<file path="src/design/rvv_alu_pkg.sv">
// QUEUE_DEPTH must be a power of two, ROB_DEPTH must equal 2**ROB_IDX_W, VLEN a multiple of 32
`default_nettype none

package rvv_alu_pkg;

  // vector register width in bits
  localparam int VLEN        = 64;
  // number of alu lanes in the cluster
  localparam int NUM_ALU     = 2;
  localparam int QUEUE_DEPTH = 8;
  localparam int ROB_DEPTH   = 8;
  localparam int ROB_IDX_W   = 3;

  // queue pointer and occupancy widths
  localparam int QPTR_W      = $clog2(QUEUE_DEPTH);
  localparam int QCNT_W      = $clog2(QUEUE_DEPTH + 1);

  // element counts per sew
  localparam int NUM_B       = VLEN / 8;
  localparam int NUM_H       = VLEN / 16;
  localparam int NUM_W       = VLEN / 32;

  typedef enum logic [2:0] {
    OP_ADD,
    OP_SUB,
    OP_SLL,
    OP_SRL,
    OP_SRA,
    OP_AND,
    OP_OR,
    OP_XOR
  } alu_op_e;

  // element width select
  typedef enum logic [1:0] {
    SEW8,
    SEW16,
    SEW32
  } sew_e;

  // one vector word, viewed as bytes, halfwords or words
  typedef union packed {
    logic [NUM_B-1:0][7:0]  e8;
    logic [NUM_H-1:0][15:0] e16;
    logic [NUM_W-1:0][31:0] e32;
  } vreg_u;

  // micro-op as dispatched into the queue
  typedef struct packed {
    alu_op_e              op;
    sew_e                 sew;
    // second operand or shift amount
    vreg_u                vs1;
    // first operand
    vreg_u                vs2;
    logic [ROB_IDX_W-1:0] rob_idx;
  } alu_uop_t;

  // lane result headed for the rob
  typedef struct packed {
    logic [ROB_IDX_W-1:0] rob_idx;
    vreg_u                vd;
  } alu_res_t;

endpackage

`default_nettype wire
</file>
<file path="src/design/rvv_uop_queue.sv">
// a push while full is dropped, and pop must be thermometer shaped and never exceed the count
`default_nettype none

module rvv_uop_queue (
  input  logic                                         clk,
  input  logic                                         rst_n,
  input  logic                                         push,
  input  rvv_alu_pkg::alu_uop_t                        push_uop,
  output logic                                         full,
  output rvv_alu_pkg::alu_uop_t [rvv_alu_pkg::NUM_ALU-1:0] uop,
  output logic                                         empty,
  output logic [rvv_alu_pkg::NUM_ALU-1:1]              almost_empty,
  input  logic [rvv_alu_pkg::NUM_ALU-1:0]              pop
);

  import rvv_alu_pkg::*;

  // entry storage
  alu_uop_t          mem [QUEUE_DEPTH];
  logic [QPTR_W-1:0] head;
  logic [QPTR_W-1:0] tail;
  logic [QCNT_W-1:0] count;
  logic [QCNT_W-1:0] n_pop;
  logic              push_ok;

  assign push_ok = push && !full;
  assign full    = (count == QCNT_W'(QUEUE_DEPTH));
  assign empty   = (count == '0);

  // number of entries leaving this cycle
  always_comb begin
    n_pop = '0;
    for (int i = 0; i < NUM_ALU; i++) begin
      n_pop = n_pop + QCNT_W'(pop[i]);
    end
  end

  // bit i set means i or fewer entries held
  always_comb begin
    almost_empty = '1;
    for (int i = 1; i < NUM_ALU; i++) begin
      almost_empty[i] = (count <= QCNT_W'(i));
    end
  end

  // read port i shows entry head+i as the pointer wraps
  genvar g;
  generate
    for (g = 0; g < NUM_ALU; g++) begin : g_rd
      assign uop[g] = mem[head + QPTR_W'(g)];
    end
  endgenerate

  always_ff @(posedge clk or negedge rst_n) begin
    if (!rst_n) begin
      head  <= '0;
      tail  <= '0;
      count <= '0;
    end else begin
      if (push_ok) begin
        tail <= tail + 1'b1;
      end
      // thermometer pop moves head by the number of set bits
      head  <= head + n_pop[QPTR_W-1:0];
      count <= count + QCNT_W'(push_ok) - n_pop;
    end
  end

  // payload write
  always_ff @(posedge clk) begin
    if (push_ok) begin
      mem[tail] <= push_uop;
    end
  end

endmodule

`default_nettype wire

</file>
<file path="config.mk">
export PLATFORM = sky130hd
export DESIGN_NAME = rvv_uop_queue
export DESIGN_NICKNAME = d
export VERILOG_FILES = /design/src/design/rvv_alu_pkg.sv /design/src/design/rvv_uop_queue.sv
export SDC_FILE = /design/constraint.sdc
export NUM_CORES = 1
export LEC_CHECK = 0
export BUFFER_PORTS_ARGS = -buffer_cell sky130_fd_sc_hd__buf_2
export CAP_MARGIN = 20
export CELL_PAD_IN_SITES_DETAIL_PLACEMENT = 1
export CELL_PAD_IN_SITES_GLOBAL_PLACEMENT = 1
export CORE_UTILIZATION = 56
export DETAILED_ROUTE_END_ITERATION = 10
export PLACE_DENSITY_LB_ADDON = 0.1
export REMOVE_ABC_BUFFERS = 1
export SLEW_MARGIN = 25
export SYNTH_ARGS = -nofsm -noshare
export SYNTH_HDL_FRONTEND = slang
export SYNTH_SLANG_ARGS = --single-unit
</file>
<file path="constraint.sdc">
create_clock -name clk -period 33.9 [get_ports clk]
set_input_delay 5.085 -clock clk [delete_from_list [all_inputs] [get_ports clk]]
set_output_delay 5.085 -clock clk [all_outputs]
set_load 0.05 [all_outputs]
</file>
==> summary.md <==
| Metric | Value |
|---|---|
| Outcome | `complete, no violations` |
| R2R depth | `7` |
| Fin area | `58300 µm²` |
| Cts bufs inserted | `114` |
| Reg clk slew, reported paths | `60 ps` |
| Vias | `31072` |
| Crit Path Category | `flip-flop to output pin` |
| GRT Overall Usage | `0.299` |
| Hold crit path type | `flip-flop to flip-flop` |
| Slew @ Worst Pin | `1100 ps` |
| Vias in the first global route | `33359` |
| First-pass GRT wire length | `210000 µm` |
| Std-Cell Rows | `111` |
| Slowest-stage cell, CP | `dfrtp_4` |
| Seq/Total Area, Yosys | `0.637` |
| Max_cap viols | `0` |
| Synth Instances | `3065` |
| Final RePlAce weighted congestion | `0.766` |
| Cell Area, Synth | `51700 µm²` |
| Hold Crit Depth | `1` |
| Crit path capture type | `output pin` |
| CTS resizes | `0` |
| Area post-placement | `54400 µm²` |
| Final Hold Fails | `0` |
| Synth area leader | `edfxtp_1` |
| Via/cell ratio | `6.67` |
| Final core occ | `0.637` |
| Synth async-reset ratio | `0.00911` |
| Fmax | `99.1 MHz` |
| Share of the synthesized area in the top cell type | `0.632` |
| # clock sinks | `1098` |
| Hold_sp | `tail[0]` |
| DRC violations left | `0` |
| Initial antenna violation count | `30` |
| Final wirelength | `140000 µm` |
| CTS H-tree depth | `3` |
| DR WL/cell | `30.2 µm` |
| CTS tree | `built` |
| Relative slew slack | `0.268` |
| FF-to-FF End | `mem[3][27]` |
| Fin. max-slew vios | `0` |
| CP max FO | `145` |
| Top_reg_cell synth | `edfxtp_1` |
| Die area | `93500 µm²` |
| Clock skew | `16.1 ps` |
| Iter 0 DRT Violations | `2690` |
| Io pins | `416` |
| Startpoint types | `flip-flop` |
| Tmin final | `10090 ps` |
| Post-synth EDFFs | `1088` |
| Port Buffers | `415` |
| Post-Synthesis Mean Instance Area | `16.9 µm²` |
| CTS Buffer Depth | `3` |
| Worst endpoint required time | `28810 ps` |
| Hold-fix buffers, CTS | `0` |
| Die W | `306 µm` |
| DRT antenna net count | `0` |
| Worst reg2reg setup slack | `29860 ps` |
| CP max stage delay | `750 ps` |
| WP data arrival | `5010 ps` |
| Synth warn | `0` |
| Worst reg2reg path startpoint | `count[2]` |
| Initial core utilization | `0.565` |
| Setup violators final | `0` |
| Post-synth top cells | `1088 x edfxtp_1, 274 x nor2b_1` |
| Later-pin clock latency in the skew report | `680 ps` |
| Area delta synth->final | `12.8%` |
| Crit-path cells | `ha_4 > buf_4 > buf_12 > buf_16 > mux2i_1 > and3_1 > nor4_1 > buf_2` |
| First drt pass iteration count | `7` |
| Grt total ovfl | `0` |
| RSZ-0062 raised after global routing | `false` |
| Final-stage net count | `3515` |
| Filler cell count | `7998` |
| Hpwl dp | `78900 µm` |
| Die height | `306 µm` |
| CORE AREA | `91500 µm²` |
| FF+latch count, synth | `1098` |
| Root buf cell | `clkbuf_16` |
| Synth area leaders | `edfxtp_1 63%, mux4_2 12%, mux2i_1 5.3%` |
| Post-synth cell types | `28` |
| Share of cells above drive strength 1 | `0.308` |
| Top-count cell post-synth | `edfxtp_1` |
| Period Utilization, post-route | `0.298` |
| Post-CTS setup buffer count | `0` |
| Largest net degree at the start of global routing | `238` |
| Worst Hold Endpoint | `tail[0]` |
-- layout by cell type (no fill, tap or decap), types with 39 or more instances in the layout --
cell / count
a2111oi_0: 272
and3_1: 272
buf_2: 415
buf_4: 39
clkbuf_16: 117
edfxtp_1: 1088
mux2_2: 137
mux2i_1: 272
mux4_2: 272
nor2b_1: 274
nor4_1: 136
-- final cells by class --
cell class / count / area [µm²] / area share
flip-flops and latches: 1098 / 32900 / 0.565
multi-input cells: 1673 / 17500 / 0.300
clock buffers: 138 / 3060 / 0.0524
repair buffers: 468 / 2630 / 0.0451
well taps: 1186 / 1480 / 0.0255
clock inverters: 74 / 679 / 0.0117
diodes: 13 / 32.5 / 0.000558
inverters: 6 / 22.5 / 0.000386
-- critical path, delay by kind of cell, from the launching register on --
| kind | cells | cell delay [ps] |
|---|---|---|
| buf+inv | 4 | 1630 |
| simple gates | 2 | 820 |
| flops | 1 | 750 |
| fa+ha+maj | 1 | 680 |
| mux | 1 | 200 |
-- per-stage QoR --
stage               TNS (ps)  setup slack [ps]  hold slack [ps]  instances
finish                     0             23810              557       4656
global route               0             23580              545       4651
CTS                        0             22280              538       4640
detailed placement         0             23050              522       4428
global placement           0             23270              501       4428
floorplan            -180370             -1470              485       2777
-- registers in the layout (all words and copies together), names as in the netlist --
register and count:
tail 3, count 4, head 3, mem 1088
-- layer usage --
layer / part of all wire / global-route usage / wire [µm]
met1: 0.39 / 0.386 / 55100
met2: 0.51 / 0.506 / 71600
met3: 0.067 / 0.0575 / 9360
met4: 0.030 / 0.107 / 4150
met5: 0.0013 / 0 / 176
-- cells by family after synthesis --
| family | count (synthesis) | share of synthesized area |
|---|---|---|
| AO/OA/AOI/OAI | 274 | 0.0463 |
| flip-flops | 1098 | 0.637 |
| multiplexers | 681 | 0.201 |
| XOR/XNOR | 7 | 0.00119 |
| buffers and inverters | 294 | 0.0272 |
| adder cells (fa/ha/maj) | 13 | 0.00344 |
| AND/OR/NAND/NOR | 698 | 0.0841 |
-- worst max-delay path by stage --
stage / start / to / slack (ps) / cells past startpoint
finish: head[1] / uop[268] / 23810 / 8
global placement: head[1] / uop[183] / 23270 / 8
CTS: head[1] / uop[158] / 22280 / 8
global route: head[1] / uop[229] / 23580 / 7
detailed placement: head[1] / uop[158] / 23050 / 8
floorplan: head[0] / uop[270] / -1470 / 3
Power is not shown: default switching activity piles up to over one toggle a cycle in this logic, so the estimate is an artifact.
