## src/design/rvv_alu_pkg.sv

```systemverilog
// QUEUE_DEPTH must be a power of two, ROB_DEPTH must equal 2**ROB_IDX_W, VLEN a multiple of 32
`default_nettype none

package rvv_alu_pkg;

  // vector register width in bits
  localparam int VLEN        = 64;
  // number of alu lanes in the cluster
  localparam int NUM_ALU     = 2;
  localparam int QUEUE_DEPTH = 8;
  localparam int ROB_DEPTH   = 8;
  localparam int ROB_IDX_W   = 3;

  // queue pointer and occupancy widths
  localparam int QPTR_W      = $clog2(QUEUE_DEPTH);
  localparam int QCNT_W      = $clog2(QUEUE_DEPTH + 1);

  // element counts per sew
  localparam int NUM_B       = VLEN / 8;
  localparam int NUM_H       = VLEN / 16;
  localparam int NUM_W       = VLEN / 32;

  typedef enum logic [2:0] {
    OP_ADD,
    OP_SUB,
    OP_SLL,
    OP_SRL,
    OP_SRA,
    OP_AND,
    OP_OR,
    OP_XOR
  } alu_op_e;

  // element width select
  typedef enum logic [1:0] {
    SEW8,
    SEW16,
    SEW32
  } sew_e;

  // one vector word, viewed as bytes, halfwords or words
  typedef union packed {
    logic [NUM_B-1:0][7:0]  e8;
    logic [NUM_H-1:0][15:0] e16;
    logic [NUM_W-1:0][31:0] e32;
  } vreg_u;

  // micro-op as dispatched into the queue
  typedef struct packed {
    alu_op_e              op;
    sew_e                 sew;
    // second operand or shift amount
    vreg_u                vs1;
    // first operand
    vreg_u                vs2;
    logic [ROB_IDX_W-1:0] rob_idx;
  } alu_uop_t;

  // lane result headed for the rob
  typedef struct packed {
    logic [ROB_IDX_W-1:0] rob_idx;
    vreg_u                vd;
  } alu_res_t;

endpackage

`default_nettype wire
```

## src/design/rvv_alu_cluster.sv

```systemverilog
// lanes take the oldest uops in order and a stalled lane blocks every lane above it
`default_nettype none

module rvv_alu_cluster (
  input  rvv_alu_pkg::alu_uop_t [rvv_alu_pkg::NUM_ALU-1:0] uop,
  input  logic                                         empty,
  input  logic [rvv_alu_pkg::NUM_ALU-1:1]              almost_empty,
  output logic [rvv_alu_pkg::NUM_ALU-1:0]              pop,
  output logic [rvv_alu_pkg::NUM_ALU-1:0]              result_valid,
  output rvv_alu_pkg::alu_res_t [rvv_alu_pkg::NUM_ALU-1:0] result,
  input  logic [rvv_alu_pkg::NUM_ALU-1:0]              result_ready
);

  import rvv_alu_pkg::*;

  logic [NUM_ALU-1:0] lane_valid;

  // lane 0 only needs a non-empty queue
  assign lane_valid[0] = !empty;
  assign pop[0]        = lane_valid[0] & result_valid[0] & result_ready[0];

  genvar i;
  generate
    for (i = 1; i < NUM_ALU; i++) begin : g_lane_ctl
      // lane i needs more than i entries
      assign lane_valid[i] = !(empty || (|almost_empty[i:1]));
      // thermometer pop, every lower lane must pop too
      assign pop[i] = lane_valid[i] & result_valid[i] & result_ready[i] & (&pop[i-1:0]);
    end
  endgenerate

  generate
    for (i = 0; i < NUM_ALU; i++) begin : g_alu
      rvv_alu_unit u_alu_unit (
        .alu_uop_valid (lane_valid[i]),
        .alu_uop       (uop[i]),
        .result_valid  (result_valid[i]),
        .result        (result[i])
      );
    end
  endgenerate

endmodule

`default_nettype wire

```

## src/design/rvv_alu_unit.sv

```systemverilog
// purely combinational lane, the result is valid in the same cycle as the uop
`default_nettype none

module rvv_alu_unit (
  input  logic                   alu_uop_valid,
  input  rvv_alu_pkg::alu_uop_t  alu_uop,
  output logic                   result_valid,
  output rvv_alu_pkg::alu_res_t  result
);

  import rvv_alu_pkg::*;

  logic            is_sub;
  logic            sel_addsub;
  logic            sel_shift;
  vreg_u           sum;
  vreg_u           shift_res;
  logic [VLEN-1:0] logic_res;

  // sub-unit selects
  always_comb begin
    is_sub     = 1'b0;
    sel_addsub = 1'b0;
    sel_shift  = 1'b0;
    case (alu_uop.op)
      OP_ADD: sel_addsub = 1'b1;
      OP_SUB: begin
        sel_addsub = 1'b1;
        is_sub     = 1'b1;
      end
      OP_SLL, OP_SRL, OP_SRA: sel_shift = 1'b1;
      default: ;
    endcase
  end

  // bitwise ops ignore sew
  always_comb begin
    case (alu_uop.op)
      OP_AND:  logic_res = alu_uop.vs2 & alu_uop.vs1;
      OP_OR:   logic_res = alu_uop.vs2 | alu_uop.vs1;
      default: logic_res = alu_uop.vs2 ^ alu_uop.vs1;
    endcase
  end

  rvv_alu_addsub u_addsub (
    .a   (alu_uop.vs2),
    .b   (alu_uop.vs1),
    .sub (is_sub),
    .sew (alu_uop.sew),
    .sum (sum)
  );

  // vs1 carries the per-element shift amounts
  rvv_alu_shift u_shift (
    .a   (alu_uop.vs2),
    .amt (alu_uop.vs1),
    .op  (alu_uop.op),
    .sew (alu_uop.sew),
    .res (shift_res)
  );

  assign result_valid = alu_uop_valid;

  always_comb begin
    result.rob_idx = alu_uop.rob_idx;
    if (sel_addsub) begin
      result.vd = sum;
    end else if (sel_shift) begin
      result.vd = shift_res;
    end else begin
      result.vd = logic_res;
    end
  end

endmodule

`default_nettype wire

```

## src/design/rvv_alu_shift.sv

```systemverilog
// only the low log2(SEW) bits of each vs1 element set its shift amount
`default_nettype none

module rvv_alu_shift (
  input  rvv_alu_pkg::vreg_u    a,
  input  rvv_alu_pkg::vreg_u    amt,
  input  rvv_alu_pkg::alu_op_e  op,
  input  rvv_alu_pkg::sew_e     sew,
  output rvv_alu_pkg::vreg_u    res
);

  import rvv_alu_pkg::*;

  vreg_u res8;
  vreg_u res16;
  vreg_u res32;
  logic  right;
  logic  arith;

  assign right = (op == OP_SRL) || (op == OP_SRA);
  // srl shares the sra shifter with a zero fill bit
  assign arith = (op == OP_SRA);

  always_comb begin
    logic signed [8:0]  x8;
    logic signed [16:0] x16;
    logic signed [32:0] x32;
    // bytes
    for (int k = 0; k < NUM_B; k++) begin
      x8          = {arith & a.e8[k][7], a.e8[k]};
      x8          = x8 >>> amt.e8[k][2:0];
      res8.e8[k]  = right ? x8[7:0] : (a.e8[k] << amt.e8[k][2:0]);
    end
    // halfwords
    for (int k = 0; k < NUM_H; k++) begin
      x16          = {arith & a.e16[k][15], a.e16[k]};
      x16          = x16 >>> amt.e16[k][3:0];
      res16.e16[k] = right ? x16[15:0] : (a.e16[k] << amt.e16[k][3:0]);
    end
    // words
    for (int k = 0; k < NUM_W; k++) begin
      x32          = {arith & a.e32[k][31], a.e32[k]};
      x32          = x32 >>> amt.e32[k][4:0];
      res32.e32[k] = right ? x32[31:0] : (a.e32[k] << amt.e32[k][4:0]);
    end
  end

  always_comb begin
    case (sew)
      SEW8:    res = res8;
      SEW16:   res = res16;
      default: res = res32;
    endcase
  end

endmodule

`default_nettype wire

```

## src/design/rvv_alu_addsub.sv

```systemverilog
// results wrap within each element, no carry or borrow crosses an element boundary
`default_nettype none

module rvv_alu_addsub (
  input  rvv_alu_pkg::vreg_u a,
  input  rvv_alu_pkg::vreg_u b,
  input  logic               sub,
  input  rvv_alu_pkg::sew_e  sew,
  output rvv_alu_pkg::vreg_u sum
);

  import rvv_alu_pkg::*;

  logic [NUM_B-1:0][7:0] b_eff;
  logic [NUM_B-1:0]      elem_base;

  // subtract as a + ~b + 1
  assign b_eff = sub ? ~b.e8 : b.e8;

  // bytes that start an element under the current sew
  always_comb begin
    for (int j = 0; j < NUM_B; j++) begin
      case (sew)
        SEW8:    elem_base[j] = 1'b1;
        SEW16:   elem_base[j] = ((j % 2) == 0);
        default: elem_base[j] = ((j % 4) == 0);
      endcase
    end
  end

  // row of 8-bit adders, carry cut at each element base
  always_comb begin
    logic       cin;
    logic [8:0] s;
    cin = sub;
    for (int j = 0; j < NUM_B; j++) begin
      // the +1 of a subtract enters here
      if (elem_base[j]) begin
        cin = sub;
      end
      s          = {1'b0, a.e8[j]} + {1'b0, b_eff[j]} + {8'd0, cin};
      sum.e8[j]  = s[7:0];
      // chain into the next byte of a wider element
      cin        = s[8];
    end
  end

endmodule

`default_nettype wire

```

## config.mk

```make
export PLATFORM = sky130hd
export DESIGN_NAME = rvv_alu_cluster
export DESIGN_NICKNAME = d
export VERILOG_FILES = /design/src/design/rvv_alu_pkg.sv /design/src/design/rvv_alu_cluster.sv /design/src/design/rvv_alu_unit.sv /design/src/design/rvv_alu_shift.sv /design/src/design/rvv_alu_addsub.sv
export SDC_FILE = /design/constraint.sdc
export NUM_CORES = 2
export LEC_CHECK = 0
export ABC_AREA = 1
export BUFFER_PORTS_ARGS = -buffer_cell sky130_fd_sc_hd__clkbuf_2
export CAP_MARGIN = 10
export CORE_ASPECT_RATIO = 1.2
export CORE_MARGIN = 4
export CORE_UTILIZATION = 30
export DETAILED_ROUTE_END_ITERATION = 7
export PLACE_DENSITY = 0.43
export SYNTH_ARGS = -nofsm -noshare
export SYNTH_HDL_FRONTEND = slang
export SYNTH_SLANG_ARGS = --single-unit
```

## constraint.sdc

```tcl
create_clock -name vclk -period 16.8
set_clock_uncertainty 0.2 [all_clocks]
set_input_delay 3.36 -clock vclk [all_inputs]
set_output_delay 3.36 -clock vclk [all_outputs]
set_load 0.01 [all_outputs]
```

==> results.json <==
{
  "hold_viol_final": 0,
  "io_buffers": 402,
  "die_h_um": 410.7,
  "leakagePower_nw": 23.25,
  "p_sw_frac": 0.7093,
  "crit_required_ns": 13.24,
  "core.rowCount": 147,
  "cp_max_fo": 11,
  "pwr-share-seq": 0,
  "synth_area_mm2": 0.04055,
  "worst-setup-path-type": "input port to output port",
  "p_total_mw": 1.647,
  "utilization": 0.3235,
  "ir_drop_mv": 0.02523,
  "drv_slew": 0,
  "syn_inst": 8200,
  "die_area_mm2": 0.1411,
  "vias_per_cell": 5.730,
  "die_x_um": 343.6,
  "max_slew_margin": 0.2753,
  "layout.nets": 8853,
  "syn2layout_area_growth_pct": 6.973,
  "slowest_delay_ns": 0.54,
  "cp-start-kind": "input port",
  "synth_top_area_frac": 0.2803,
  "worstSetupEndpointType": "output port",
  "worst_pin_slew_ns": 1.087,
  "synthTopCellsByArea": "nand2_1, nand3_1, ha_1",
  "core_area_mm2": 0.1341,
  "post-cts-setup-buffer-count": 0,
  "fmax_mhz": 64.70,
  "drcViolationCount": 0,
  "internal_power_uw": 478.6,
  "drv_cap": 0,
  "min_period_over_period": 0.9200,
  "pwr-share-clk": 0,
  "crit_slowest_cell": "fa_1",
  "power_density_mw_per_mm2": 37.96,
  "power.switching_mw": 1.168,
  "layout-drive-gt1-share": 0.07396,
  "synth_largest_area_cell": "nand2_1",
  "tns_ns": 0,
  "dp_hpwl_um": 181200,
  "yosysUniqueCellTypes": 52,
  "dr_total_vias": 57100,
  "hold_path.class": "input port to output port",
  "combPwrFrac": 1.000,
  "drt_iter0_markers": 5745,
  "grt_remaining_overflow": 0,
  "mappedNetlistNets": 8884,
  "grt_setup_unrepaired": "no",
  "place_congestion": 1.016,
  "crit_top_cell": "nand2_1",
  "antenna_found_initial": 17,
  "clkbuf_count": 0,
  "yosys_warnings": 0,
  "ys_seq_area_frac": 0,
  "first_pass_iters": 6,
  "initial_utilization": 0.3024,
  "wl_per_cell_um": 23.59,
  "ant_nets": 0,
  "outcome": "completed",
  "grt_pass1_wl_um": 344200,
  "setup_viol_count_final": 0,
  "design.seq.count": 0,
  "grt_use_total": 0.3137,
  "cts_resized": 0,
  "regArea_um2": 0,
  "post-route-min-period_ns": 15.46,
  "synth.avg_cell_area_um2": 4.945,
  "crit_arrival_ns": 11.90,
  "hold_buffers": 0,
  "wl_um": 235100,
  "pin_count": 414,
  "grt_pass1_vias": 54040,
  "grt_max_degree": 85
}
layout make-up:
class	instances	area, µm²
Antenna cell	11	27.53
Fill cell	16090	90700
Inverter	552	2073
Multi-Input combinational cell	7123	36340
Tap cell	1788	2237
Timing Repair Buffer	492	2700
cell usage in the layout, fill, tap and decap left out, drive strengths merged, types with 3 or more instances in the layout:
| cell | n |
|---|---|
| a211oi | 3 |
| a21oi | 440 |
| a221oi | 107 |
| a31oi | 21 |
| a41oi | 3 |
| and2 | 15 |
| buf | 90 |
| clkbuf | 402 |
| clkinv | 20 |
| diode | 11 |
| fa | 28 |
| ha | 380 |
| inv | 532 |
| mux2i | 4 |
| nand2 | 3032 |
| nand3 | 1297 |
| nand3b | 23 |
| nand4 | 75 |
| nor2 | 645 |
| nor3 | 15 |
| o2111ai | 3 |
| o211ai | 165 |
| o21a | 12 |
| o21ai | 616 |
| o21bai | 9 |
| o221ai | 7 |
| o22ai | 5 |
| o31ai | 10 |
| or2 | 42 |
| xnor2 | 21 |
| xor2 | 135 |
stage by stage:
step | hold WS (ns) | setup slack [ns] | cells | instance area [µm²]
floorplan | 6.568 | 2.963 | 8200 | 40550
global placement | 6.520 | 1.528 | 9955 | 43350
detailed placement | 6.520 | 1.460 | 9955 | 43350
CTS | 6.520 | 1.440 | 9955 | 43350
global route | 6.520 | 0.6421 | 9957 | 43360
finish | 6.520 | 1.344 | 9966 | 43380
metal layers:
| metal | GRT usage | up-vias | wire (µm) |
|---|---|---|---|
| li1 | - | 27260 | - |
| met1 | 0.3779 | 26530 | 91910 |
| met2 | 0.5372 | 2666 | 109800 |
| met3 | 0.02696 | 643 | 15400 |
| met4 | 0.1948 | 10 | 17920 |
| met5 | 0 | - | 53 |
power by group through the flow:
stage,Combinational [mW],Clock (mW),Sequential (mW)
finish,1.65,0.0000000883,0
global placement,1.62,0,0
global route,1.81,0.0000000160,0
CTS,1.62,0,0
detailed placement,1.61,0,0
floorplan,1.03,0,0
worst max-delay path, delay by kind of cell:
family	cells	cell delay [ns]
AOI/OAI and AO/OA	11	1.77
xor gates and xnor gates	1	0.13
adders and majority gates	7	3.22
buffers and inverters	5	0.64
and+or+nand+nor	24	2.76
final timing paths:
kind / start / endpoint / slack [ns] / cells after the start
min: uop[137] / result[132] / 6.52 / 0
max: uop[135] / result[30] / 1.34 / 48
synthesized netlist by cell type (all sizes together):
library cell / number
a41oi: 3
o311ai: 2
o2111ai: 3
buf: 236
clkbuf: 289
a21oi: 440
a211o: 1
inv: 532
nand3b: 23
ha: 380
o221ai: 7
clkinv: 20
a22oi: 1
nor3: 15
xor2: 135
a211oi: 3
a21o: 1
a31oi: 21
and2: 15
a221oi: 107
nor2: 645
mux2i: 4
o21a: 12
o22ai: 5
a21boi: 2
fa: 28
o211ai: 165
nand4: 75
o31ai: 10
o21bai: 9
nor3b: 1
nand3: 1297
nand2: 3032
o21ai: 616
xnor2: 21
and3: 2
or2: 42
cell families (layout without fill, tap and decap cells):
logic type / Yosys count / in the layout / synth area share
AO/OA/AOI/OAI: 1408 / 1408 / 0.1988
XOR/XNOR: 156 / 156 / 0.03369
adder cells (fa/ha/maj): 408 / 408 / 0.1311
buffers and inverters: 1077 / 1044 / 0.1058
multiplexers: 4 / 4 / 0.0009874
other: 0 / 11 / 0
AND/OR/NAND/NOR: 5147 / 5147 / 0.5297
(Power assumes the default switching activity.)
